### config.mk
export PLATFORM = sky130hd
export DESIGN_NAME = key_irq
export DESIGN_NICKNAME = d
export VERILOG_FILES = /design/src/soc_map_pkg.sv /design/src/bus_pkg.sv /design/src/key_irq.sv
export SDC_FILE = /design/constraint.sdc
export NUM_CORES = 1
export LEC_CHECK = 0
export BUFFER_PORTS_ARGS = -buffer_cell sky130_fd_sc_hd__buf_2
export CORE_AREA = 8 8 47 49
export DETAILED_ROUTE_END_ITERATION = 8
export DIE_AREA = 0 0 55 57
export PLACE_DENSITY = 0.73
export SLEW_MARGIN = 20
export SYNTH_ARGS = -nofsm -noshare
export SYNTH_HDL_FRONTEND = slang
export SYNTH_SLANG_ARGS = --single-unit
### constraint.sdc
create_clock -name CLOCK_50 -period 4.3 [get_ports CLOCK_50]
set_clock_uncertainty 0.15 [all_clocks]
set_input_delay 0.215 -clock CLOCK_50 [delete_from_list [all_inputs] [get_ports CLOCK_50]]
set_output_delay 0.215 -clock CLOCK_50 [all_outputs]
set_load 0.01 [all_outputs]
### src/soc_map_pkg.sv
package soc_map_pkg;

    // ======================================================================
    // Address map of the board bus
    // ======================================================================

    // Byte address on the CPU bus
    typedef logic [31:0] addr_t;

    // Access target after decode
    typedef enum logic [2:0] {
        REG_NONE,
        REG_RAM,
        REG_KEY,
        REG_UART,
        REG_SD_ADDR,
        REG_SD_READ,
        REG_SD_AVAIL,
        REG_SD_BUF
    } region_t;

    // Block RAM, 32-bit words
    localparam addr_t RAM_BASE  = 32'h0000_1000;
    localparam int    RAM_WORDS = 1024;
    localparam addr_t RAM_BYTES = addr_t'(RAM_WORDS * 4);
    localparam int    RAM_AW    = $clog2(RAM_WORDS);

    // Word index into the RAM array
    typedef logic [RAM_AW-1:0] ram_index_t;

    // Single-word registers
    localparam addr_t KEY_ADDR     = 32'h0000_3000;
    localparam addr_t UART_ADDR    = 32'h0000_3008;
    localparam addr_t SD_ADDR_REG  = 32'h0000_3010;
    localparam addr_t SD_READ_REG  = 32'h0000_3018;
    localparam addr_t SD_AVAIL_REG = 32'h0000_3020;

    // SD sector buffer, byte wide
    localparam addr_t SD_BUF_BASE     = 32'h0000_4000;
    localparam int    SD_SECTOR_BYTES = 512;

endpackage

### src/bus_pkg.sv
package bus_pkg;

    // ======================================================================
    // Bus data types and pipeline payloads
    // ======================================================================

    // CPU data word
    typedef logic [63:0] data_t;

    // Key code, UART and SD bytes
    typedef logic [7:0] byte_t;

    // Byte index into the SD sector buffer
    typedef logic [8:0] sd_index_t;

    // Request from the CPU
    typedef struct packed {
        logic               write;
        soc_map_pkg::addr_t addr;
        data_t              wdata;
    } bus_req_t;

    // Decode to execute
    typedef struct packed {
        bus_req_t             req;
        soc_map_pkg::region_t region;
    } dec_req_t;

    // Execute to result
    typedef struct packed {
        logic                 write;
        soc_map_pkg::region_t region;
        data_t                rdata;
    } exe_res_t;

    // Read response to the CPU
    typedef struct packed {
        data_t rdata;
        logic  err;
    } bus_resp_t;

    // Credits held by the CPU out of reset
    localparam int BUS_CREDITS = 4;

endpackage

### src/key_irq.sv
`timescale 1ns/10ps

module key_irq (
    input  logic           CLOCK_50,
    input  logic           KEY0,
    input  logic           key_pressed,
    input  bus_pkg::byte_t key_ascii,
    input  logic           irq_ack,
    output bus_pkg::byte_t key_code,
    output logic           irq,
    output logic [3:0]     irq_vector
);

    logic key_d;
    logic press_seen;

    // Rising edge with a usable code
    logic press;
    assign press = key_pressed && !key_d && key_ascii != 8'h00;

    always_ff @(posedge CLOCK_50 or negedge KEY0) begin
        if (!KEY0) begin
            key_d      <= 1'b0;
            press_seen <= 1'b0;
            key_code   <= '0;
            irq        <= 1'b0;
            irq_vector <= 4'd0;
        end else begin
            key_d      <= key_pressed;
            press_seen <= press;
            if (press) begin
                key_code <= key_ascii;
            end
            // Pending until ack, a press in the same cycle wins
            if (press_seen) begin
                irq        <= 1'b1;
                irq_vector <= 4'd1;
            end else if (irq_ack) begin
                irq        <= 1'b0;
                irq_vector <= 4'd0;
            end
        end
    end

endmodule

---- After elaboration in Yosys (flattened, before gate mapping) ----
Index checks and enable logic that the tools add are counted.
storage, ports and cells
  flip-flop bits (word level) ............. 15
  input bits .............................. 12
  word-level logic and storage cells ...... 14
cells by class
  muxes and demuxes ....................... 4
  reductions and logical operators ........ 5
operators by type and width
  cell                number
  4-bit 2-to-1 mux    2
  8-bit nonzero test  1
  1-bit logical AND   2
  1-bit 2-to-1 mux    2
  2-bit nonzero test  1
  1-bit logical NOT   1

---- Longest topological paths before layout ----
  word-level depth ........................ 3
  depth in mapped cells ................... 5
  mapped depth without buffers ............ 3

---- Worst setup path after synthesis ----
OpenSTA, ideal clock, no wires.
  kind .................................... register to register
  from .................................... reg key_d
  to ...................................... reg key_code[1]
  setup time .............................. 0.121 ns
  arrival ................................. 1.116 ns
  data required time ...................... 4.029 ns
  path slack .............................. 2.913 ns
  stages on the path, launching flop included .. 6
  buffers on the path ..................... 2
  cells stage by stage .................... dfrtp_1 > nor2b_1 > clkbuf_1 > buf_2 > o41ai_1 > a22o_1
on the way
  cells in the longest elaborated chain, start to end .. 3
RTL lines
  element                         line           text
  from (decl)                     key_irq.sv:14  logic key_d;
  from (signal assigned)          key_irq.sv:29  key_d <= key_pressed;
  1-bit logical NOT               key_irq.sv:19  assign press = key_pressed && !key_d && key_ascii != 8'h00;
  1-bit logical AND (2 in a row)  key_irq.sv:19
  to (signal assigned)            key_irq.sv:32  key_code <= key_ascii;
  to (decl)                       key_irq.sv:9   output bus_pkg::byte_t key_code,
Every way passes these cells.
A chain may end at the register's enable or synchronous reset.

---- Worst setup path after layout ----
  from .................................... in key_pressed
  to ...................................... reg key_code[4]
on the way
  cells in the longest elaborated chain, start to end .. 2
RTL lines
  element                         line           text
  from (decl)                     key_irq.sv:6   input logic key_pressed,
  1-bit logical AND (2 in a row)  key_irq.sv:19
Every way passes these cells.

==> results.toml <==
[die]
die_x_um = 55
fp.dieH_um = 57
core_region_area_um2 = 1580
die_area_um2 = 3140
ioPinCount = 25
rows = 15
start_util = 0.321

[power]
power_leakage_nw = 0.323
p_total_mw = 0.240
irDropWorstVdd_v = 0.000155
cellPowerDensity_nw_per_um2 = 370

[clocking]
htree_levels = 1
cts_tree = "built"
cts_sinks = 11
numCtsBuffers = 3
post_cts.repair.setup_buffers = 0
path_clk_slew_ns = 0.08
clock_latency_ns = 0.27
clockRootBuffer = "clkbuf_4"
cts_resized = 0
clock_path_buffers = 2

[sta]
drv_slew = 0
min_period_ns = 2.06
slew_headroom = 0.324
tightest_slew_ns = 1.01
min_period_over_period = 0.479
rsz0062_at_grt = "no"
report.final.hold_viol_count = 0
setup_violations = 0
fin_ws_ns = 2.24
setup_tns_ns = 0
fmax_ghz = 0.485

[outcome]
outcome = "finished, final reports clean"

[critical_path]
regToRegEndpoint = "key_code[4]"
r2r_cells = 3
start_kind = "primary input"
cp_data_arrival_time_ns = 2.07
crit_fanout = 17
rrSetupSlack_ns = 2.45
rr_startpoint = "key_d"
path_class = "in -> reg"
setup.worst_path.end_class = "register"
required_ns = 4.31

[synth]
synth.avg_cell_area_um2 = 12.6
synth_top_family_by_area = "compound AO/OA/AOI/OAI gates"
synthAdderAreaFrac = 0
synthDistinctLibCells = 12
ys_seq_area_frac = 0.545
synthXorXnorAreaFrac = 0
synth_top_cell_by_area = "dfrtp_1"
synth.area.top_cells = "dfrtp_1, a22o_1, o41ai_1"
ys_ff_latch = 11
synth_top_area_frac = 0.545
synthMuxAreaShare = 0
synthCells = 40
yosys_warnings = 0
synth_compound_area_frac = 0.307
syn_area_um2 = 505
synthSimpleGateAreaFrac = 0.0569

[layout]
layout_common_cells = "buf_2, dfrtp_1, o41ai_1, a22o_1"
diodes = 0
layout.nets = 76
layout-drive-gt1-share = 0.429
syn_to_final_growth_pct = 28.2
mostFrequentLayoutCell = "buf_2"

[hold_path]
hold_class = "in -> reg"
whs_path_depth = 3
min_from = "irq_ack"
min_to = "irq_vector[0]"

[global_routing]
grt_overflow_total = 0
antenna_found_initial = 0
grt_max_degree = 18
grt_pass1_wl_um = 1800
track_usage = 0.0780
first_global_vias = 431

[placement]
portBuffers = 21
dp_slack_ns = 2.47
gp_congestion = 0.722

[route]
num_vias = 435
wl_per_cell_um = 15.4
via_per_inst = 5.44
drc = 0
antenna_left = 0
drt-pass1-iter-count = 4
drt-initial-drc-count = 13
wl_um = 1230

[job]
cap_violations = 0
report_power, final:
group          total [mW]  switching, mW  leakage [nW]  internal (mW)
Combinational      0.0489         0.0262         0.170         0.0227
Clock              0.0707         0.0363        0.0177         0.0344
Sequential          0.120        0.00534         0.136          0.115
what timing repair did:
| action | CTS | global route |
|---|---|---|
| hold endpoints to repair | 12 | 0 |
| hold buffers | 2 | 0 |
| endpoints found under the setup margin | 0 | 0 |
cell families after synthesis:
group,count (synthesis)
compound gates,18
buf+inv,7
flops,11
other cells,1
simple gates,3
flip-flops by register name, summed over array words and instances (netlist names):
signal,count
irq_vector,1
key_code,8
key_d,1
press_seen,1
stage by stage:
stage	utilization	hold WS [ns]	cell area, um2	cells
2_1_floorplan	-	-0.231	513	42
3_3_place_gp	0.381	-0.0589	601	74
3_5_place_dp	0.381	-0.0555	601	74
4_1_cts	0.411	0.0548	648	80
5_1_grt	0.411	0.0555	648	80
6_report	0.411	0.0558	648	80
worst max-delay path by stage:
stage                     start     endpoint  cells past startpoint
floorplan                 key_d  key_code[1]                      5
global placement          key_d  key_code[2]                      3
detailed placement        key_d  key_code[5]                      3
CTS                 key_pressed  key_code[4]                      5
global route        key_pressed  key_code[7]                      5
finish              key_pressed  key_code[4]                      5
layout make-up:
cell class,instances,area (um2)
fill,164,928
sequential,11,275
multi-input combinational,24,195
timing repair buffer,23,125
clock buffer,3,22.5
tap,17,21.3
clock inverter,1,5.00
inverter,1,3.75
critical path, cell delays in order:
cell	delay, ns
dlygate4sd3_1	0.52
buf_2	0.10
nor2b_1	0.79
o41ai_1	0.21
a22o_1	0.24
cell usage after synthesis:
cell	n
inv_1	1
o21a_1	1
o41ai_1	8
conb_1	1
dfrtp_1	11
clkbuf_1	1
or4_4	2
buf_2	1
buf_4	4
nor2b_1	1
a22o_1	8
a21o_1	1
metal layers:
| metal | vias up | global-route usage | part of all wire |
|---|---|---|---|
| met2 | 27 | 0.122 | 0.45 |
| met1 | 201 | 0.0761 | 0.38 |
| met5 | - | 0 | 0 |
| li1 | 205 | - | - |
| met4 | 0 | 0.0515 | 0.015 |
| met3 | 2 | 0.0416 | 0.16 |
No activity file was read; power rests on OpenSTA's default activity.
