File: config.mk
export PLATFORM = sky130hd
export DESIGN_NAME = bus_result
export DESIGN_NICKNAME = d
export VERILOG_FILES = /design/src/soc_map_pkg.sv /design/src/bus_pkg.sv /design/src/bus_result.sv
export SDC_FILE = /design/constraint.sdc
export NUM_CORES = 1
export LEC_CHECK = 0
export BUFFER_PORTS_ARGS = -buffer_cell sky130_fd_sc_hd__buf_2
export CORE_AREA = 2 2 80 82
export DETAILED_ROUTE_END_ITERATION = 6
export DIE_AREA = 0 0 82 84
export GPL_ROUTABILITY_DRIVEN = 0
export MAX_ROUTING_LAYER = met4
export PLACE_DENSITY = 0.84
export SYNTH_ARGS = -nofsm -noshare
export SYNTH_HDL_FRONTEND = slang
export SYNTH_SLANG_ARGS = --single-unit
File: constraint.sdc
create_clock -name CLOCK_50 -period 0.8 [get_ports CLOCK_50]
set_input_delay 0.08 -clock CLOCK_50 [delete_from_list [all_inputs] [get_ports CLOCK_50]]
set_output_delay 0.08 -clock CLOCK_50 [all_outputs]
set_load 0.02 [all_outputs]
File: src/soc_map_pkg.sv
package soc_map_pkg;

    // ======================================================================
    // Address map of the board bus
    // ======================================================================

    // Byte address on the CPU bus
    typedef logic [31:0] addr_t;

    // Access target after decode
    typedef enum logic [2:0] {
        REG_NONE,
        REG_RAM,
        REG_KEY,
        REG_UART,
        REG_SD_ADDR,
        REG_SD_READ,
        REG_SD_AVAIL,
        REG_SD_BUF
    } region_t;

    // Block RAM, 32-bit words
    localparam addr_t RAM_BASE  = 32'h0000_1000;
    localparam int    RAM_WORDS = 1024;
    localparam addr_t RAM_BYTES = addr_t'(RAM_WORDS * 4);
    localparam int    RAM_AW    = $clog2(RAM_WORDS);

    // Word index into the RAM array
    typedef logic [RAM_AW-1:0] ram_index_t;

    // Single-word registers
    localparam addr_t KEY_ADDR     = 32'h0000_3000;
    localparam addr_t UART_ADDR    = 32'h0000_3008;
    localparam addr_t SD_ADDR_REG  = 32'h0000_3010;
    localparam addr_t SD_READ_REG  = 32'h0000_3018;
    localparam addr_t SD_AVAIL_REG = 32'h0000_3020;

    // SD sector buffer, byte wide
    localparam addr_t SD_BUF_BASE     = 32'h0000_4000;
    localparam int    SD_SECTOR_BYTES = 512;

endpackage

File: src/bus_pkg.sv
package bus_pkg;

    // ======================================================================
    // Bus data types and pipeline payloads
    // ======================================================================

    // CPU data word
    typedef logic [63:0] data_t;

    // Key code, UART and SD bytes
    typedef logic [7:0] byte_t;

    // Byte index into the SD sector buffer
    typedef logic [8:0] sd_index_t;

    // Request from the CPU
    typedef struct packed {
        logic               write;
        soc_map_pkg::addr_t addr;
        data_t              wdata;
    } bus_req_t;

    // Decode to execute
    typedef struct packed {
        bus_req_t             req;
        soc_map_pkg::region_t region;
    } dec_req_t;

    // Execute to result
    typedef struct packed {
        logic                 write;
        soc_map_pkg::region_t region;
        data_t                rdata;
    } exe_res_t;

    // Read response to the CPU
    typedef struct packed {
        data_t rdata;
        logic  err;
    } bus_resp_t;

    // Credits held by the CPU out of reset
    localparam int BUS_CREDITS = 4;

endpackage

File: src/bus_result.sv
`timescale 1ns/10ps

module bus_result (
    input  logic               CLOCK_50,
    input  logic               KEY0,
    input  logic               exe_valid,
    input  bus_pkg::exe_res_t  exe,
    input  bus_pkg::byte_t     sd_rd_byte,
    output logic               resp_valid,
    output bus_pkg::bus_resp_t resp,
    output logic               credit_return
);

    bus_pkg::data_t rd_val;
    logic           rd_err;

    // Read value and error flag
    always_comb begin
        rd_val = exe.rdata;
        rd_err = 1'b0;
        case (exe.region)
            // Sector byte straight from the synchronous read port
            soc_map_pkg::REG_SD_BUF: rd_val = {56'b0, sd_rd_byte};
            // Unmapped, zero data with error
            soc_map_pkg::REG_NONE: begin
                rd_val = '0;
                rd_err = !exe.write;
            end
            default: rd_val = exe.rdata;
        endcase
    end

    // ======================================================================
    // Retire, response for reads, credit for every request
    // ======================================================================
    always_ff @(posedge CLOCK_50 or negedge KEY0) begin
        if (!KEY0) begin
            resp_valid    <= 1'b0;
            credit_return <= 1'b0;
        end else begin
            resp_valid    <= exe_valid && !exe.write;
            credit_return <= exe_valid;
        end
    end

    // Response payload
    always_ff @(posedge CLOCK_50) begin
        if (exe_valid && !exe.write) begin
            resp.rdata <= rd_val;
            resp.err   <= rd_err;
        end
    end

endmodule

Word-level counts from Yosys, hierarchy flattened
Index checks and enable logic that the tools add are counted.
{"block": "totals", "ff_bits": 67, "out_inout_bits": 67, "in_bits": 79}
{"block": "classes", "muxes": 1, "n_eq_ne": 1, "reduce_logical": 3}
{"cell": "one-hot mux 64 bit (2 select lines)", "count": 1}
{"cell": "equality test 3 bit, second input constant", "count": 1}
{"cell": "zero test 3 bit", "count": 1}
{"cell": "logical AND 1 bit", "count": 1}
{"cell": "zero test 1 bit", "count": 1}

Longest topological paths before layout
{"block": "depth", "depth_word": 2, "mapped_depth": 5}

Least setup slack after synthesis
Ideal clock, no wire load.
{"block": "synth_timing", "path_type": "input to register", "start": "in exe[67] in the netlist's numbering", "end": "reg resp[0] in the netlist's numbering (enable)", "slack_ns": -2.710, "setup_time_ns": 0.498, "t_required_ns": 0.302, "path_stages": 1, "t_arrival_ns": 3.012, "cell_sequence": "nor2b_1"}
{"block": "synth_between", "elab_chain_cells": 2}
{"item": "start: declaration", "line": "bus_result.sv:7", "text": "input bus_pkg::exe_res_t exe,"}
{"item": "zero test 1 bit", "line": "bus_result.sv:48", "text": "if (exe_valid && !exe.write) begin"}
{"item": "logical AND 1 bit", "line": "bus_result.sv:48"}
{"item": "end: declaration", "line": "bus_result.sv:10", "text": "output bus_pkg::bus_resp_t resp,"}
No other way between the ends.
A chain may end at the register's enable or synchronous reset.

Final worst setup path
{"block": "layout_timing", "start": "reg resp[19] in the netlist's numbering", "end": "out resp[19] in the netlist's numbering"}
No word-level cell between the ends.

==> results.toml <==
[timing]
max_slew.worst_pin.slew_ns = 0.403
final-hold-violation-count = 0
fin_setup_tns_ns = -9.13
max-slew-margin-rel_pct = 73.1
holdWs_ns = 0.0589
fmax_ghz = 1.04
fin_crit_sh_pct = 120
finalMaxSlewViolations = 0
setup_ws_ns = -0.159
finalCriticalPeriod_ns = 0.959
setup_violations = 67
grt_setup_unrepaired = "yes"

[route]
vias_per_cell = 5.13
dr_wl_met2_mm = 3.58
ant_nets = 0
drc = 0
wl_per_cell_um = 16.3
drt-pass1-iter-count = 4
num_vias = 2127
drt-total-wl_mm = 6.78
wl_met1_mm = 2.59
routed.top_layer = "met4"
met3_length_um = 415
drt-initial-drc-count = 116

[run_status]
violations = "setup timing"
status = "complete, but fails checks"

[synth]
synth.top_cell.area_share_pct = 70.0
synthesis.instances = 177
yosysUniqueCellTypes = 16
ys_seq_elements = 67
synth_nets = 256
synth_top_cell_by_area = "edfxtp_1"
syn_area_per_cell_sq_um = 15.7
yosysSeqAreaShare_pct = 71.8
synthTopCellsByArea = "edfxtp_1 70%, nor3b_1 15%, buf_6 2.4%, a221oi_2 2.2%, dfrtp_1 1.8%"
yosysWarningCount = 0
netlist_area_sq_um = 2790

[hold_path]
hold_class = "in -> async"

[worst_setup_path]
worstSetupEndpointType = "output port"
slowest_stage = "edfxtp_1"
crit_fanout = 1
cp_data_required_time_ns = 0.72
cp_cell_sequence = "buf_2"
cp.arrival_ns = 0.88
max_stage_delay_ns = 0.38
critPathLaunchType = "flop"
cp_num_buf_inv = 1
path_class = "reg -> out"
crit_family = "flip-flops"

[floorplan]
initial_utilization_pct = 45.7
fp.coreArea_sq_um = 6100
fp-row-count = 29
die_w_um = 82
ios = 146
fp.dieH_um = 84
die_area_sq_um = 6890

[grt]
grt_pass1_vias = 2140
grt_max_degree = 40
grt-ovfl-total = 0
antenna_found_initial = 0
grt_usage_pct = 19.7
grt_pass1_wl_mm = 9.76

[clock_network]
clk_path_buf_depth = 2
cts_root_buf = "clkbuf_8"
clock_sinks = 67
htree_levels = 3
tritoncts = "yes"
cts_buffers = 9
clkTransAtPathRegs_ns = 0.07

[final_layout]
postLayoutCoreUtil_pct = 73.7
finalNonFillerCells = 415
final_area_sq_um = 4490
drive_above_1_share_pct = 71.3
final_common_cell = "buf_2"
diodes = 0
area_delta_synth_final_pct = 61.3
nets = 412
layout_common_cells = "98 x buf_2, 65 x edfxtp_1, 56 x nor3b_2, 47 x buf_6"

[place]
io_buffers = 145
place_worst_setup_slack_ns = -0.311
dp_hpwl_mm = 4.59
placed_cells = 397
placed_cell_area_sq_um = 3990

[pwr]
power_density_nw_per_um2 = 1890
report.power.total_mw = 8.49
power_leakage_nw = 1.87
peakVddDrop_v = 0.00106

[flow_run]
maxCapViolations = 0
-- flip-flops by register name (all words and copies together) (netlist names) --
signal / flops
credit_return: 1
resp: 65
resp_valid: 1
-- report_power, final --
group	switching [mW]	total, mW	internal [mW]
Combinational	0.788	1.57	0.780
Sequential	0.0970	4.25	4.16
Clock	1.24	2.67	1.43
-- routing by layer --
| metal | vias to the layer above | global-route usage, % |
|---|---|---|
| met5 | - | - |
| met1 | 1016 | 21.7 |
| met4 | 0 | 11.2 |
| met2 | 105 | 32.9 |
| met3 | 18 | 3.25 |
| li1 | 988 | - |
-- path summary, 6_finish.rpt --
| kind | startpoint | end | slack [ns] | cells past startpoint |
|---|---|---|---|---|
| max | resp[19]$_DFFE_PP_ | resp[19] | -0.16 | 1 |
| min in group CLOCK_50 | exe[35] | resp[36]$_DFFE_PP_ | 0.07 | 2 |
| min | KEY0 | resp_valid$_DFF_PN0_ | 0.06 | 2 |
| max in group asynchronous | KEY0 | credit_return$_DFF_PN0_ | 0.65 | 2 |
-- cell type report --
class	count	area (sq um)
tap	77	96.3
multi-input combinational	84	948
timing repair buffer	162	1230
clock buffer	11	131
inverter	9	33.8
sequential	67	2000
clock inverter	5	55.1
fill	406	1600
-- logic make-up (layout without fill, tap and decap cells) --
| kind of cell | after synthesis | after routing | share of synthesized area (%) |
|---|---|---|---|
| flip-flops | 67 | 67 | 71.8 |
| AND/OR/NAND/NOR | 60 | 60 | 16.1 |
| buffers and inverters | 26 | 187 | 5.75 |
| AO/OA/AOI/OAI | 24 | 24 | 6.29 |
-- Yosys cell counts --
cell	count
edfxtp_1	65
nor3b_1	56
inv_1	9
a21oi_1	8
o21ai_0	8
buf_6	6
buf_2	5
a221oi_1	4
a221oi_2	4
buf_4	3
clkbuf_1	3
dfrtp_1	2
and3_4	1
nor2b_1	1
nor3_1	1
nor4_1	1
-- what timing repair did --
action / 4_1_cts / 5_1_grt
gates cloned: 0 / 0
setup buffers: 0 / 0
endpoints found under the setup margin: 67 / 67
hold buffers: 2 / 0
pin swaps: 0 / 0
resized for setup: 26 / 68
hold endpoints to repair: 3 / 0
Power figures use the tool's default switching activity.
