$ cat src/soc_map_pkg.sv
package soc_map_pkg;

    // ======================================================================
    // Address map of the board bus
    // ======================================================================

    // Byte address on the CPU bus
    typedef logic [31:0] addr_t;

    // Access target after decode
    typedef enum logic [2:0] {
        REG_NONE,
        REG_RAM,
        REG_KEY,
        REG_UART,
        REG_SD_ADDR,
        REG_SD_READ,
        REG_SD_AVAIL,
        REG_SD_BUF
    } region_t;

    // Block RAM, 32-bit words
    localparam addr_t RAM_BASE  = 32'h0000_1000;
    localparam int    RAM_WORDS = 1024;
    localparam addr_t RAM_BYTES = addr_t'(RAM_WORDS * 4);
    localparam int    RAM_AW    = $clog2(RAM_WORDS);

    // Word index into the RAM array
    typedef logic [RAM_AW-1:0] ram_index_t;

    // Single-word registers
    localparam addr_t KEY_ADDR     = 32'h0000_3000;
    localparam addr_t UART_ADDR    = 32'h0000_3008;
    localparam addr_t SD_ADDR_REG  = 32'h0000_3010;
    localparam addr_t SD_READ_REG  = 32'h0000_3018;
    localparam addr_t SD_AVAIL_REG = 32'h0000_3020;

    // SD sector buffer, byte wide
    localparam addr_t SD_BUF_BASE     = 32'h0000_4000;
    localparam int    SD_SECTOR_BYTES = 512;

endpackage

$ cat src/bus_pkg.sv
package bus_pkg;

    // ======================================================================
    // Bus data types and pipeline payloads
    // ======================================================================

    // CPU data word
    typedef logic [63:0] data_t;

    // Key code, UART and SD bytes
    typedef logic [7:0] byte_t;

    // Byte index into the SD sector buffer
    typedef logic [8:0] sd_index_t;

    // Request from the CPU
    typedef struct packed {
        logic               write;
        soc_map_pkg::addr_t addr;
        data_t              wdata;
    } bus_req_t;

    // Decode to execute
    typedef struct packed {
        bus_req_t             req;
        soc_map_pkg::region_t region;
    } dec_req_t;

    // Execute to result
    typedef struct packed {
        logic                 write;
        soc_map_pkg::region_t region;
        data_t                rdata;
    } exe_res_t;

    // Read response to the CPU
    typedef struct packed {
        data_t rdata;
        logic  err;
    } bus_resp_t;

    // Credits held by the CPU out of reset
    localparam int BUS_CREDITS = 4;

endpackage

$ cat src/sd_sector_fill.sv
`timescale 1ns/10ps

module sd_sector_fill (
    input  logic               CLOCK_50,
    input  logic               KEY0,
    input  logic               sd_rd_start,
    input  logic               sd_byte_valid,
    input  bus_pkg::byte_t     sd_byte,
    input  bus_pkg::sd_index_t sd_rd_index,
    output bus_pkg::byte_t     sd_rd_byte,
    output logic               sd_avail
);

    // Sector buffer
    bus_pkg::byte_t sector_mem [0:soc_map_pkg::SD_SECTOR_BYTES-1];

    bus_pkg::sd_index_t wr_idx;
    logic               last_byte;

    assign last_byte = wr_idx == bus_pkg::sd_index_t'(soc_map_pkg::SD_SECTOR_BYTES - 1);

    // Fill index and sticky sector flag
    always_ff @(posedge CLOCK_50 or negedge KEY0) begin
        if (!KEY0) begin
            wr_idx   <= '0;
            sd_avail <= 1'b0;
        end else if (sd_rd_start) begin
            // New command restarts the sector
            wr_idx   <= '0;
            sd_avail <= 1'b0;
        end else if (sd_byte_valid) begin
            // Index wraps to 0 after byte 511
            wr_idx <= wr_idx + 1'b1;
            if (last_byte) begin
                sd_avail <= 1'b1;
            end
        end
    end

    // Byte write and one-cycle read port
    always_ff @(posedge CLOCK_50) begin
        if (sd_byte_valid && !sd_rd_start) begin
            sector_mem[wr_idx] <= sd_byte;
        end
        sd_rd_byte <= sector_mem[sd_rd_index];
    end

endmodule

$ cat config.mk
export PLATFORM = sky130hd
export DESIGN_NAME = sd_sector_fill
export DESIGN_NICKNAME = d
export VERILOG_FILES = /design/src/soc_map_pkg.sv /design/src/bus_pkg.sv /design/src/sd_sector_fill.sv
export SDC_FILE = /design/constraint.sdc
export NUM_CORES = 2
export LEC_CHECK = 0
export BUFFER_PORTS_ARGS = -buffer_cell sky130_fd_sc_hd__buf_2
export CORE_MARGIN = 2
export CORE_UTILIZATION = 55
export DETAILED_ROUTE_END_ITERATION = 8
export PLACE_DENSITY = 0.77
export RECOVER_POWER = 100
export SLEW_MARGIN = 20
export SYNTH_ARGS = -nofsm -noshare
export SYNTH_HDL_FRONTEND = slang
export SYNTH_SLANG_ARGS = --single-unit
$ cat constraint.sdc
create_clock -name CLOCK_50 -period 2.3 [get_ports CLOCK_50]
set_clock_uncertainty 0.2 [all_clocks]
set_input_delay 0.23 -clock CLOCK_50 [delete_from_list [all_inputs] [get_ports CLOCK_50]]
set_output_delay 0.23 -clock CLOCK_50 [all_outputs]
set_load 0.005 [all_outputs]
# --- After elaboration in Yosys (flattened, before gate mapping) ---
# Memories as Yosys holds them, arrays and structs flattened. A register that Yosys moved wholly into a read port is not among the register bits.
# Cells that the tools add are included.
word_totals:
  reg_bits: 10
  ramBits: 4096
  output_inout_bits: 9
  wordCells: 17
  mem_count: 1
op_classes:
  addsub: 1
  eq_ne: 1
  muxes: 7
  reduce_logical: 5
memory_table:
  columns: ["memory", "depth", "width", "rd", "rd_ports_with_merged_regs", "write_ports", "line", "source"]
  rows:
  - ["sector_mem", 512, 8, 1, 1, 1, "sd_sector_fill.sv:15", "bus_pkg::byte_t sector_mem [0:soc_map_pkg::SD_SECTOR_BYTES-1];"]
ops:
  columns: ["cell", "n"]
  rows:
  - ["2-to-1 mux 9 bit", 2]
  - ["adder 9 x 1 -> 9 bit (second input constant)", 1]
  - ["== test 9 bit (second input constant)", 1]
  - ["2-to-1 mux 1 bit", 5]
  - ["nonzero test 2 bit", 2]
  - ["AND reduction 2 bit", 1]
  - ["logical AND 1 bit", 1]
  - ["zero test 1 bit", 1]

# --- Logic depth before layout (Yosys ltp) ---
depth:
  word_depth: 4
  mapped_depth: 12

# --- Worst setup path after synthesis ---
# Ideal clock, no wire load.
synth_timing:
  path_kind: "input -> register"
  startpoint: "in sd_rd_index[0]"
  endpoint: "reg sd_rd_byte[1] (read register of sector_mem)"
  setup_time_ns: 0.116
  t_arrival_ns: 2.063
  required_ns: 1.984
  path_slack_ns: -0.079
  path_stages: 8
  n_path_buf: 2
  path_cell_list: "buf_6 -> buf_2 -> mux4_2 -> mux4_2 -> a31oi_1 -> o32ai_1 -> o211a_1 -> o211a_1"
synth_rtl:
  columns: ["element", "line", "source"]
  rows:
  - ["start: declaration", "sd_sector_fill.sv:9", "input bus_pkg::sd_index_t sd_rd_index,"]
  - ["end: declaration", "sd_sector_fill.sv:10", "output bus_pkg::byte_t sd_rd_byte,"]

==> run summary <==
Status: finished, violations left
Failing checks: capacitance limit, slew limit, setup timing
First-pass GRT wire length: 632,000 um
RSZ-0062 raised after global routing: yes
Area delta synth->final: 18.3%
Sequential-to-total area share from yosys stat: 0.767
Sink Count: 4,114
Worst vdd ir: 732 uV
CTS root buffer: clkbuf_16
Crit path kind: register to register
First-pass detailed-route iteration total: 6
Seq. cell area: 123,000 um^2
Via density: 6.56
Reg clk slew, reported paths: 0.07 ns
Total routed wirelength: 440,000 um
Largest net degree at the start of global routing: 140
EDFF count, synth: 4,096
Slew HR: -0.355
LEAKAGE: 63.6 nW
Crit path max fanout: 1
Post-Syn Area: 161,000 um^2
Final setup viols: 4,451
Initial antenna violation count: 22
Top cells by area, synth: edfxtp_1 76%, mux4_2 9.2%, mux2i_1 4.8%, o221ai_1 2.0%, nor2_1 1.6%
ANT nets after route: 0
Primary FF master, synth: edfxtp_1
Post-route setup slack: -0.324 ns
Net switching power: 33.3 mW
CTS tree: done
Die height: 545 um
Crit end category: register
Critical Path RT: 2.93 ns
Vias: 91,000
Syn_nets: 8,184
CP arrival: 3.25 ns
Number of cells on the worst reg-to-reg path: 7
WHS Endpoint: sd_rd_byte[2]
Seq pwr share: 0.531
WHS Path Cells: 5
Worst r2r src: sector_mem[133][4]
Vias in the first global route: 91,100
Nets: 9,668
Synth area leader: edfxtp_1
Die span in x: 545 um
Yosys top cell area share: 0.765
Grt ovf: 0
DP HPWL: 276,000 um
Number of remaining DRC errors: 0
Core area: 291,000 um^2
I/O pin cnt: 30
Critical R2R Capture: sd_rd_byte[4]
H-tree levels: 5
Commonest non-fill, non-tap cell in the layout: edfxtp_1
Internal reg-to-reg setup slack: -0.32 ns
Num CTS Buffers: 392
Initial core utilization: 0.553
Placer Congestion: 0.974
Routed length per instance: 31.7 um
Worst-margin pin slew: 2.03 ns
Crit share post-route: 1.14
CTS Buffer Depth: 4
Port bufs: 29
Synth Area per Inst: 19.7 um^2
Layout cells sized above 1: 0.293
Yosys cell types: 59
Post-synthesis async set-or-reset flop share: 0.00243
Register bit total from synthesis: 4,114
Most frequent cells in the layout: 4,096 x edfxtp_1, 1,238 x buf_4, 766 x mux2i_1
Starting DRC count in detailed routing: 14,100
Slew Limit Fails: 152
Worst min path class: primary input to register
Switching share of power: 0.214
Post-Synthesis Cells: 8,158
Part of the power in combinational logic: 0.056
Number of fill cells: 17,900
Yosys warns: 0
Max Cap Viol: 5
Multi-input gate area: 35,100 um^2
Die area: 297,000 um^2
Clock power share: 0.413
PwrDens: 817 nW/um^2
Cell Int Power: 122 mW
Final hold vios: 0
Crit start category: register
Clock insertion delay at the later pin of the skew report: 0.98 ns
Gr usage total: 0.294
# rows: 198
Fin util: 0.654
Tmin final: 2.62 ns
Peak Freq: 381 MHz
Hold wc startpoint: sd_rd_index[3]
WHS: 0.0304 ns
[sequential cells by signal, indices dropped and copies added (netlist names)]
| signal | count |
|---|---|
| sd_avail | 1 |
| wr_idx | 9 |
| sector_mem | 4096 |
| sd_rd_byte | 8 |
[cell type report]
| cell class | count | share of cell area |
|---|---|---|
| tap | 3900 | 0.0256 |
| clock inverter | 228 | 0.0125 |
| sequential | 4114 | 0.648 |
| inverter | 7 | 0.000177 |
| timing repair buffer | 1612 | 0.0747 |
| multi-input combinational | 3515 | 0.185 |
| clock buffer | 485 | 0.0540 |
| antenna | 12 | 0.000158 |
[worst max-delay path: stages (launching register included)]
cell,delay (ns)
edfxtp_1,0.41
mux4_2,0.50
mux4_2,0.55
a31oi_1,0.21
buf_4,0.18
o32ai_2,0.10
o211a_4,0.20
o211a_1,0.12
[power by group through the flow]
stage               combinational [mW]  clock, mW  sequential, mW
finish                            8.78       64.2            82.5
global route                      9.06       67.3            82.5
CTS                               8.68       64.5            82.5
detailed placement                8.42          0            84.1
global placement                  8.21          0            84.1
floorplan                         3.96          0            84.1
[routing by layer]
| metal | vias to the layer above | GRT usage | wire length (um) |
|---|---|---|---|
| met3 | 1070 | 0.0638 | 51200 |
| li1 | 36800 | - | - |
| met5 | - | 0 | 89 |
| met1 | 46600 | 0.397 | 157000 |
| met4 | 14 | 0.128 | 21700 |
| met2 | 6614 | 0.467 | 210000 |
[cell usage after synthesis (all sizes together), types with 5 or more instances]
cell type  count
a21oi        176
a22oi         52
a311oi         7
a31oi          7
and2           5
buf          267
clkbuf       255
dfrtp         10
dfxtp          8
edfxtp      4096
ha             5
inv            7
mux2          14
mux2i        770
mux4         657
nand2        153
nand2b         6
nand3         59
nand4         42
nor2         680
nor2b          6
nor3          99
nor4          12
o211a         14
o21ai        146
o221ai       367
o22a           8
o22ai        179
o32ai          8
xor2           5
[worst max path at each step]
| stage | from | to |
|---|---|---|
| 5_1_grt | wr_idx[2] | sector_mem[62][2] |
| 6_report | sector_mem[133][4] | sd_rd_byte[4] |
| 3_3_place_gp | sd_rd_index[0] | sd_rd_byte[0] |
| 3_5_place_dp | sd_rd_index[0] | sd_rd_byte[0] |
| 2_1_floorplan | wr_idx[2] | sector_mem[128][0] |
| 4_1_cts | sector_mem[133][4] | sd_rd_byte[4] |
[cells by family (layout without fill, tap and decap cells)]
group	after synthesis	in the layout	share of synthesized area
AO/OA/AOI/OAI	979	979	0.0427
buffers and inverters	529	2332	0.0205
multiplexers	1441	1441	0.141
AND/OR/NAND/NOR	1083	1083	0.0281
XOR/XNOR	7	7	0.000381
other	0	12	0
adder cells (fa/ha/maj)	5	5	0.000389
flip-flops	4114	4114	0.767
[what timing repair did]
item / 4_1_cts / 5_1_grt
buffers inserted: 3 / 5
gates resized for setup: 141 / 81
hold buffers: 19 / 0
setup endpoints to repair: 610 / 776
hold endpoints to repair: 4145 / 0
pin swaps: 35 / 33
cloned: 2 / 1
[per-stage QoR]
step | power (mW) | cell area [um^2] | worst slack (ns) | cells | setup TNS [ns]
detailed placement | 92.5 | 177000 | -1.83 | 13100 | -37.36
CTS | 156 | 191000 | -0.261 | 13900 | -1.70
finish | 156 | 190000 | -0.324 | 13900 | -476.57
global placement | 92.3 | 177000 | -1.83 | 13100 | -16.65
floorplan | 88.0 | 161000 | -0.00372 | 8158 | -2.95
global route | 159 | 190000 | -0.323 | 13900 | -636.30
No activity file was read; power rests on OpenSTA's default activity.
