**config.mk**
```make
export PLATFORM = sky130hd
export DESIGN_NAME = bus_decode
export DESIGN_NICKNAME = d
export VERILOG_FILES = /design/src/soc_map_pkg.sv /design/src/bus_pkg.sv /design/src/bus_decode.sv
export SDC_FILE = /design/constraint.sdc
export NUM_CORES = 1
export LEC_CHECK = 0
export BUFFER_PORTS_ARGS = -buffer_cell sky130_fd_sc_hd__buf_2
export CAP_MARGIN = 15
export CORE_AREA = 2 2 90 92
export CTS_BUF_LIST = sky130_fd_sc_hd__clkbuf_4 sky130_fd_sc_hd__clkbuf_8 sky130_fd_sc_hd__clkbuf_16
export CTS_CLUSTER_SIZE = 10
export DETAILED_ROUTE_END_ITERATION = 7
export DIE_AREA = 0 0 92 94
export PLACE_DENSITY_LB_ADDON = 0.05
export SETUP_SLACK_MARGIN = 0.05
export SLEW_MARGIN = 30
export SYNTH_ARGS = -nofsm -noshare
export SYNTH_HDL_FRONTEND = slang
export SYNTH_SLANG_ARGS = --single-unit
```
**constraint.sdc**
```tcl
create_clock -name CLOCK_50 -period 0.8 [get_ports CLOCK_50]
set_input_delay 0.08 -clock CLOCK_50 [delete_from_list [all_inputs] [get_ports CLOCK_50]]
set_output_delay 0.08 -clock CLOCK_50 [all_outputs]
set_load 0.01 [all_outputs]
```
**src/soc_map_pkg.sv**
```systemverilog
package soc_map_pkg;

    // ======================================================================
    // Address map of the board bus
    // ======================================================================

    // Byte address on the CPU bus
    typedef logic [31:0] addr_t;

    // Access target after decode
    typedef enum logic [2:0] {
        REG_NONE,
        REG_RAM,
        REG_KEY,
        REG_UART,
        REG_SD_ADDR,
        REG_SD_READ,
        REG_SD_AVAIL,
        REG_SD_BUF
    } region_t;

    // Block RAM, 32-bit words
    localparam addr_t RAM_BASE  = 32'h0000_1000;
    localparam int    RAM_WORDS = 1024;
    localparam addr_t RAM_BYTES = addr_t'(RAM_WORDS * 4);
    localparam int    RAM_AW    = $clog2(RAM_WORDS);

    // Word index into the RAM array
    typedef logic [RAM_AW-1:0] ram_index_t;

    // Single-word registers
    localparam addr_t KEY_ADDR     = 32'h0000_3000;
    localparam addr_t UART_ADDR    = 32'h0000_3008;
    localparam addr_t SD_ADDR_REG  = 32'h0000_3010;
    localparam addr_t SD_READ_REG  = 32'h0000_3018;
    localparam addr_t SD_AVAIL_REG = 32'h0000_3020;

    // SD sector buffer, byte wide
    localparam addr_t SD_BUF_BASE     = 32'h0000_4000;
    localparam int    SD_SECTOR_BYTES = 512;

endpackage

```
**src/bus_pkg.sv**
```systemverilog
package bus_pkg;

    // ======================================================================
    // Bus data types and pipeline payloads
    // ======================================================================

    // CPU data word
    typedef logic [63:0] data_t;

    // Key code, UART and SD bytes
    typedef logic [7:0] byte_t;

    // Byte index into the SD sector buffer
    typedef logic [8:0] sd_index_t;

    // Request from the CPU
    typedef struct packed {
        logic               write;
        soc_map_pkg::addr_t addr;
        data_t              wdata;
    } bus_req_t;

    // Decode to execute
    typedef struct packed {
        bus_req_t             req;
        soc_map_pkg::region_t region;
    } dec_req_t;

    // Execute to result
    typedef struct packed {
        logic                 write;
        soc_map_pkg::region_t region;
        data_t                rdata;
    } exe_res_t;

    // Read response to the CPU
    typedef struct packed {
        data_t rdata;
        logic  err;
    } bus_resp_t;

    // Credits held by the CPU out of reset
    localparam int BUS_CREDITS = 4;

endpackage

```
**src/bus_decode.sv**
```systemverilog
`timescale 1ns/10ps

module bus_decode (
    input  logic              CLOCK_50,
    input  logic              KEY0,
    input  logic              req_valid,
    input  bus_pkg::bus_req_t req,
    output logic              dec_valid,
    output bus_pkg::dec_req_t dec
);

    soc_map_pkg::region_t region;
    soc_map_pkg::addr_t   a;

    // Address classification against the fixed map
    always_comb begin
        a = req.addr;
        region = soc_map_pkg::REG_NONE;
        if (a >= soc_map_pkg::RAM_BASE &&
            a < soc_map_pkg::RAM_BASE + soc_map_pkg::RAM_BYTES) begin
            // Only whole words in RAM
            if (a[1:0] == 2'b00) begin
                region = soc_map_pkg::REG_RAM;
            end
        end else if (a >= soc_map_pkg::SD_BUF_BASE &&
                     a < soc_map_pkg::SD_BUF_BASE +
                         soc_map_pkg::addr_t'(soc_map_pkg::SD_SECTOR_BYTES)) begin
            region = soc_map_pkg::REG_SD_BUF;
        end else begin
            case (a)
                soc_map_pkg::KEY_ADDR:     region = soc_map_pkg::REG_KEY;
                soc_map_pkg::UART_ADDR:    region = soc_map_pkg::REG_UART;
                soc_map_pkg::SD_ADDR_REG:  region = soc_map_pkg::REG_SD_ADDR;
                soc_map_pkg::SD_READ_REG:  region = soc_map_pkg::REG_SD_READ;
                soc_map_pkg::SD_AVAIL_REG: region = soc_map_pkg::REG_SD_AVAIL;
                default:                   region = soc_map_pkg::REG_NONE;
            endcase
        end
    end

    // Stage valid
    always_ff @(posedge CLOCK_50 or negedge KEY0) begin
        if (!KEY0) begin
            dec_valid <= 1'b0;
        end else begin
            dec_valid <= req_valid;
        end
    end

    // Request payload, only loaded on acceptance
    always_ff @(posedge CLOCK_50) begin
        if (req_valid) begin
            dec.req    <= req;
            dec.region <= region;
        end
    end

endmodule

```
Word level (Yosys, flattened, before mapping)

Cells that the tools add are included.

Logic and storage cells: 21
Output and inout port bits: 101
Bits in registers: 101
Input port bits: 100

Mux-type cells: 4
$lt $le $gt $ge: 4
Equal/unequal tests: 5
Reductions and logical operators: 3

Operators by type and width:

| kind                                                                           | number |
|---|---|
| 32-bit by 14-bit equality test with 1-bit output, second input constant        | 5 |
| 32-bit by 13-bit >= comparator with 1-bit output, second input constant        | 1 |
| 32-bit by 15-bit >= comparator with 1-bit output, second input constant        | 1 |
| 32-bit by 14-bit less-than comparator with 1-bit output, second input constant | 1 |
| 32-bit by 15-bit less-than comparator with 1-bit output, second input constant | 1 |
| 3-bit one-hot mux with 5 select lines                                          | 1 |
| 3-bit two-way mux                                                              | 2 |
| 1-bit logical AND                                                              | 2 |
| 2-bit logical NOT                                                              | 1 |
| 1-bit two-way mux                                                              | 1 |

Longest topological paths before layout

Gate-level depths: netlist of run 1.

Depth after elaboration: 4
Depth in mapped cells: 4
Gate-level depth less buffers: 4

Worst setup path after synthesis of run 1

OpenSTA, ideal clock, no wires.

Path kind: input port to flip-flop
Start point: in req[92] (netlist name)
End point: reg dec[0] (netlist name), data pin
Buffers on the path: 0
Slack: -0.349 ns
Arrival time: 0.997 ns
Stages on the path: 4
Setup time: 0.152 ns
Cells stage by stage: nor4_1 nand4_1 or4_1 a31oi_1

Cells in the longest elaborated chain, start to end: 4
Elaborated cells between the ends (all ways): 14
Those cells by class: 4 x order compare; 5 x eq/ne; 3 x mux; 2 x reduce/logical

RTL lines:

| what                                                                              | line                               | RTL |
|---|---|---|
| from (decl)                                                                       | bus_decode.sv:7                    | `input bus_pkg::bus_req_t req,` |
| 32-bit by 15-bit >= comparator with 1-bit output (tied with other cells)          | bus_decode.sv:25                   | `end else if (a >= soc_map_pkg::SD_BUF_BASE &&` |
| 1-bit logical AND / 3-bit one-hot mux with 5 select lines (equally long branches) | bus_decode.sv:25, bus_decode.sv:30 |  |
| 3-bit two-way mux                                                                 | bus_decode.sv:25                   |  |
| 3-bit two-way mux *                                                               | bus_decode.sv:19                   | `if (a >= soc_map_pkg::RAM_BASE &&` |
| net region[0]                                                                     | bus_decode.sv:12                   | `soc_map_pkg::region_t region;` |
| to (decl)                                                                         | bus_decode.sv:9                    | `output bus_pkg::dec_req_t dec` |

The timed path passes the listed nets; every way through them passes the cells marked *.
A chain may end at the register's enable or synchronous reset.

Final worst setup path of run 1

Start point: reg dec[20] (netlist name)
End point: out dec[20] (netlist name)

No word-level cell between the ends.

==> results of run 1 <==
## synthesized netlist by cell type, drive strengths merged
cell	count	area [um^2]
a211o	1	8.760
a21oi	2	10.01
a31oi	1	6.260
dfrtp	1	25.02
edfxtp	100	3003
nand3	1	5.000
nand4	2	12.51
nor2	2	7.510
nor2b	1	6.260
nor3	1	5.000
nor3b	1	7.510
nor4	4	25.02
nor4b	1	15.01
o21bai	1	7.510
or2b	1	7.510
or3b	1	8.760
or4	1	7.510
## cell type report
type,instances,area share
Clock buffer,10,0.02317
Clock inverter,6,0.008164
Multi-Input combinational cell,21,0.03729
Sequential cell,101,0.5340
Tap cell,102,0.02251
Timing Repair Buffer,309,0.3749
## power by group
part	switching, uW	leakage (uW)	internal, uW
clock	1670	0.0000867	1190
sequential	91.3	0.000989	6260
combinational	674	0.00132	828
## layout by cell type, fill, tap and decap left out, drive strengths merged, types with 2 or more instances in the layout
cell type,n
nor4,4
buf,220
clkinvlp,2
nor2,2
a21oi,2
clkbuf,10
edfxtp,100
clkinv,2
inv,2
dlygate4sd3,89
nand4,2
## flip-flops by register name, summed over array words and instances (netlist names)
name,flops
dec,100
dec_valid,1
## through the flow
stage          hold slack (ps)  TNS, ps  std cells  worst slack [ps]
2_1_floorplan           -215.6   -932.4        122            -329.9
3_3_place_gp            -145.4    -1678        444            -581.2
3_5_place_dp            -143.2    -1762        444            -621.0
4_1_cts                  4.483   -16930        548            -200.3
5_1_grt                  7.019   -19580        549            -243.6
6_report                 22.70   -14630        549            -208.3
## worst min-delay path by stage
stage / endpoint / slack [ps] / depth (start not counted)
2_1_floorplan: dec_valid / -220 / 0
3_3_place_gp: dec_valid / -150 / 1
3_5_place_dp: dec_valid / -140 / 1
4_1_cts: dec[76] / 4 / 2
5_1_grt: dec[76] / 7 / 2
6_report: dec[76] / 20 / 2
## timing repair
| item | in CTS | in global routing |
|---|---|---|
| hold buffers | 88 | 1 |
| resized for setup | 13 | 6 |
| setup endpoints to repair | 104 | 104 |
| pin swaps | 6 | 4 |
| endpoints found under the hold margin | 87 | 1 |
## layer usage
metal,up-vias,GRT usage,share of wire
met5,-,0,0
li1,1142,-,-
met1,1116,0.1992,0.36
met4,0,0.05970,0.017
met3,15,0.06902,0.085
met2,126,0.3370,0.54
## cell families (layout without fill, tap and decap cells)
family	Yosys count	in the layout	share of synthesized area
DFF	101	101	0.9558
and+or+nand+nor	16	16	0.03396
AOI/OAI and AO/OA	5	5	0.01027
buffers and inverters	0	325	0
==> flow_summary.ini, run 1 <==
[outcome]
outcome = finished with violations
failed_checks = setup timing

[power_and_ir_drop]
total_power_uw = 10710
leakagePower_uw = 0.002400
vdd.ir_drop.worst_uv = 997.5
p_per_cell_area_nw_per_um2 = 1888

[timing]
timing.final.crit_share = 1.260
maxClockFrequency_mhz = 991.8
grt_setup_unrepaired = yes
timing.final.ws_setup_ps = -208.3
setup_violations = 104
worst_pin_slew_ps = 244.1
report.final.hold_viol_count = 0
number_of_slew_limit_violations_in_the_final_report = 0
max_slew_headroom = 0.8360
min_period_ps = 1008

[global_route]
antenna_violations_before_repair = 0
global_route.overflow_total = 0
grt_resource_usage_total = 0.1850
grt_pass1_vias = 2479
grt_start_max_net_pins = 34
wire_length_of_the_first_global_routing_pass_um = 11890

[clock_network]
postCtsSetupBuffers = 0
tritoncts = done
worst_setup_hold_path_clk_slew_ps = 100
cts_buffers = 9
cts_htree_levels = 3
tritoncts_num_sinks = 101
ctsRootBufferMaster = clkbuf_8
clk_path_buf_depth = 2

[floorplanning]
floorplan.die.height_um = 94
floorplan.io_pins = 201
design.die.area_um2 = 8648
start_util = 0.4164
std_cell_rows = 32
die-width_um = 92
fp.coreArea_um2 = 7607

[cells_and_area]
nets_final = 542
multi_input_comb_area_um2 = 211.5
drive_gt1_frac = 0.5459
fill_count = 500
layout.cell_area.non_filler_um2 = 5670
postLayoutCoreUtil = 0.7454
antenna_cells_inserted = 0
seqCellArea_um2 = 3028
syn_to_final_growth_pct = 78.99

[job]
maxCapViolations = 0

[detailed_routing]
viasPerCell = 4.370
route.antenna.remaining_nets = 0
iteration_0_drc_markers = 85
dr.pass1.iters = 4
route.vias.total = 2399
routed_wire_length_per_instance_um = 14.70
detail_route.drc_violations = 0
routed_wirelength_um = 8073

[critical_path]
timing.critical_path.to = dec[20]
critical_path.startpoint_type = flip-flop
slowest_stage = edfxtp_1
worst_setup_path_startpoint = dec[20]
data_required_time_at_the_worst_endpoint_ps = 720
cpLargestDelayFamily = flip-flops
critical_path_depth = 1
cp.arrival_ps = 930
crit_buf_inv = 1
end_kind = output port
worst-path-max-fanout = 1
critical-path-max-stage-delay_ps = 420
crit_path_cell_trace = buf_2
critPathKind = flip-flop to output port

[logic_synthesis]
yosys_register_bits = 101
synth.yosys.seq_area_share = 0.9558
synth_fp_nets = 222
synthesis.yosys.warnings = 0
syn-cell-area_um2 = 3168
postSynthCellCount = 122
post_synth_num_cell_types = 17
postSynthAreaPerCell_um2 = 25.97

[placement]
place_congestion = 0.7832
hpwl_um = 5313
io_buffers = 200
dpl_cell_area_um2 = 4497

[worst_hold_path]
min-delay-path-class = input port to flip-flop
hold_path.startpoint = req[73]
Power figures use the tool's default switching activity.
==> inputs of run 2 (changes only) <==
--- a/config.mk
+++ b/config.mk
@@ -6,12 +6,12 @@
 export NUM_CORES = 1
 export LEC_CHECK = 0
 export BUFFER_PORTS_ARGS = -buffer_cell sky130_fd_sc_hd__buf_2
-export CAP_MARGIN = 15
+export CAP_MARGIN = 20
 export CORE_AREA = 2 2 90 92
-export CTS_BUF_LIST = sky130_fd_sc_hd__clkbuf_4 sky130_fd_sc_hd__clkbuf_8 sky130_fd_sc_hd__clkbuf_16
 export CTS_CLUSTER_SIZE = 10
 export DETAILED_ROUTE_END_ITERATION = 7
 export DIE_AREA = 0 0 92 94
+export HOLD_SLACK_MARGIN = 0.05
 export PLACE_DENSITY_LB_ADDON = 0.05
 export SETUP_SLACK_MARGIN = 0.05
 export SLEW_MARGIN = 30
==> run 2 against run 1 <==
Compared with the run above:
- the run still ends with setup timing left
- clock power hardly changed
- worst setup slack got worse by 1.2 ps
- non-clock buffer count up 6
- worst hold slack gained 19 ps
- largest power group unchanged
- sequential power about the same
- combinational power is essentially flat
- via count increased by 1.5%
- critical path type unchanged
==> flow_summary.ini, run 2 (synthesized netlist as in run 1, its figures left out) <==
[global_route]
grt_start_max_net_pins = 34
grt_resource_usage_total = 0.1882
global_route.overflow_total = 0
grt_pass1_vias = 2545
wire_length_of_the_first_global_routing_pass_um = 12150
antenna_violations_before_repair = 0

[critical_path]
critical-path-max-stage-delay_ps = 420
cp.arrival_ps = 930
critPathKind = flip-flop to output port
slowest_stage = edfxtp_1
end_kind = output port
crit_path_cell_trace = buf_2
worst-path-max-fanout = 1
data_required_time_at_the_worst_endpoint_ps = 720
crit_buf_inv = 1
cpLargestDelayFamily = flip-flops
critical_path.startpoint_type = flip-flop

[clock_network]
cts_htree_levels = 3
clk_path_buf_depth = 2
tritoncts = done
worst_setup_hold_path_clk_slew_ps = 100
cts_buffers = 9
ctsRootBufferMaster = clkbuf_8
tritoncts_num_sinks = 101

[cells_and_area]
syn_to_final_growth_pct = 81.12
registers.top_by_ff_count = dec
layout_common_cells = 190 x buf_2, 100 x edfxtp_1, 90 x dlygate4sd3_1, 20 x buf_4, 9 x clkbuf_8
nets_final = 548
postLayoutCoreUtil = 0.7543
antenna_cells_inserted = 0
reg_top3 = dec (100), dec_valid (1)
largest_register_ff_count = 100
final_common_cell = buf_2
drive_gt1_frac = 0.5386

[power_and_ir_drop]
leakagePower_uw = 0.002459
p_per_cell_area_nw_per_um2 = 1865
vdd.ir_drop.worst_uv = 997.3

[timing]
maxClockFrequency_mhz = 990.6
grt_setup_unrepaired = yes
number_of_slew_limit_violations_in_the_final_report = 0
timing.final.ws_setup_ps = -209.4
min_period_ps = 1009
report.final.hold_viol_count = 0
setup_violations = 104
max_slew_headroom = 0.8371
worst_pin_slew_ps = 242.5
timing.final.crit_share = 1.262

[worst_hold_path]
whs_endpoint = dec[79]
hold_path.startpoint = req[76]
min-delay-path-class = input port to flip-flop
hold-path-cell-count = 2

[outcome]
outcome = finished with violations
failed_checks = setup timing

[floorplanning]
floorplan.die.height_um = 94
start_util = 0.4164
floorplan.io_pins = 201
fp.coreArea_um2 = 7607
design.die.area_um2 = 8648
die-width_um = 92
std_cell_rows = 32

[detailed_routing]
routed_wirelength_um = 8196
detail_route.drc_violations = 0
iteration_0_drc_markers = 74
dr.pass1.iters = 4
routed_wire_length_per_instance_um = 14.77
route.antenna.remaining_nets = 0
viasPerCell = 4.389
route.vias.total = 2436

[job]
maxCapViolations = 0

[placement]
hpwl_um = 5313
place_congestion = 0.7832
io_buffers = 200
dp_worst_setup_slack_ps = -621.0
[run 2: changes by cell type in the layout (fill, tap and decap cells not counted), sizes merged]
cell	delta
dlymetal6s4s	+4
buf	+1
dlygate4sd3	+1
[run 2: worst max path at each step]
stage,from,endpoint,slack (ps),cells after the start
after global placement,req[66],dec[0],-580,5
after CTS,dec[46],dec[46],-200,1
after global routing,dec[20],dec[20],-240,1
after floorplan,req[79],dec[0],-330,4
after detailed placement,req[66],dec[0],-620,5
final,dec[20],dec[20],-210,1
[run 2: per-layer routing]
metal	vias to the layer above	global-route usage	share of wire
li1	1155	-	-
met1	1138	0.2014	0.36
met2	126	0.3425	0.54
met3	17	0.07063	0.084
met4	0	0.06343	0.018
met5	-	0	0
[run 2: final cells by class]
type                       instances  area [um^2]
clock buffer                      10        127.6
clock inverter                     6        46.29
fill                             482         1869
multi-input combinational         21        211.5
sequential                       101         3028
tap                              102        127.6
timing repair buffer             315         2197
[run 2: metrics by stage]
stage	hold slack [ps]	power, uW	TNS (ps)	instances	cell area (um^2)
after floorplan	-215.6	6742	-932.4	122	3191
after global placement	-145.4	7563	-1678	444	4497
after detailed placement	-143.2	7582	-1762	444	4497
after CTS	42.16	10790	-16880	555	5702
after global routing	37.19	11150	-19520	555	5738
final	41.80	10700	-14610	555	5738
[run 2: power breakdown]
| part | internal (uW) | switching (uW) | leakage, uW | total, uW |
|---|---|---|---|---|
| clock | 1150 | 1660 | 0.0000833 | 2820 |
| combinational | 851 | 680 | 0.00139 | 1530 |
| sequential | 6260 | 91.7 | 0.000989 | 6350 |
[run 2: timing repair]
action                                  4_1_cts  5_1_grt
pin swaps                                     6        4
hold buffers                                 95        1
endpoints found under the setup margin      104      110
gates resized for setup                      13       11
buffers inserted                              0        1
hold endpoints to repair                     98        3
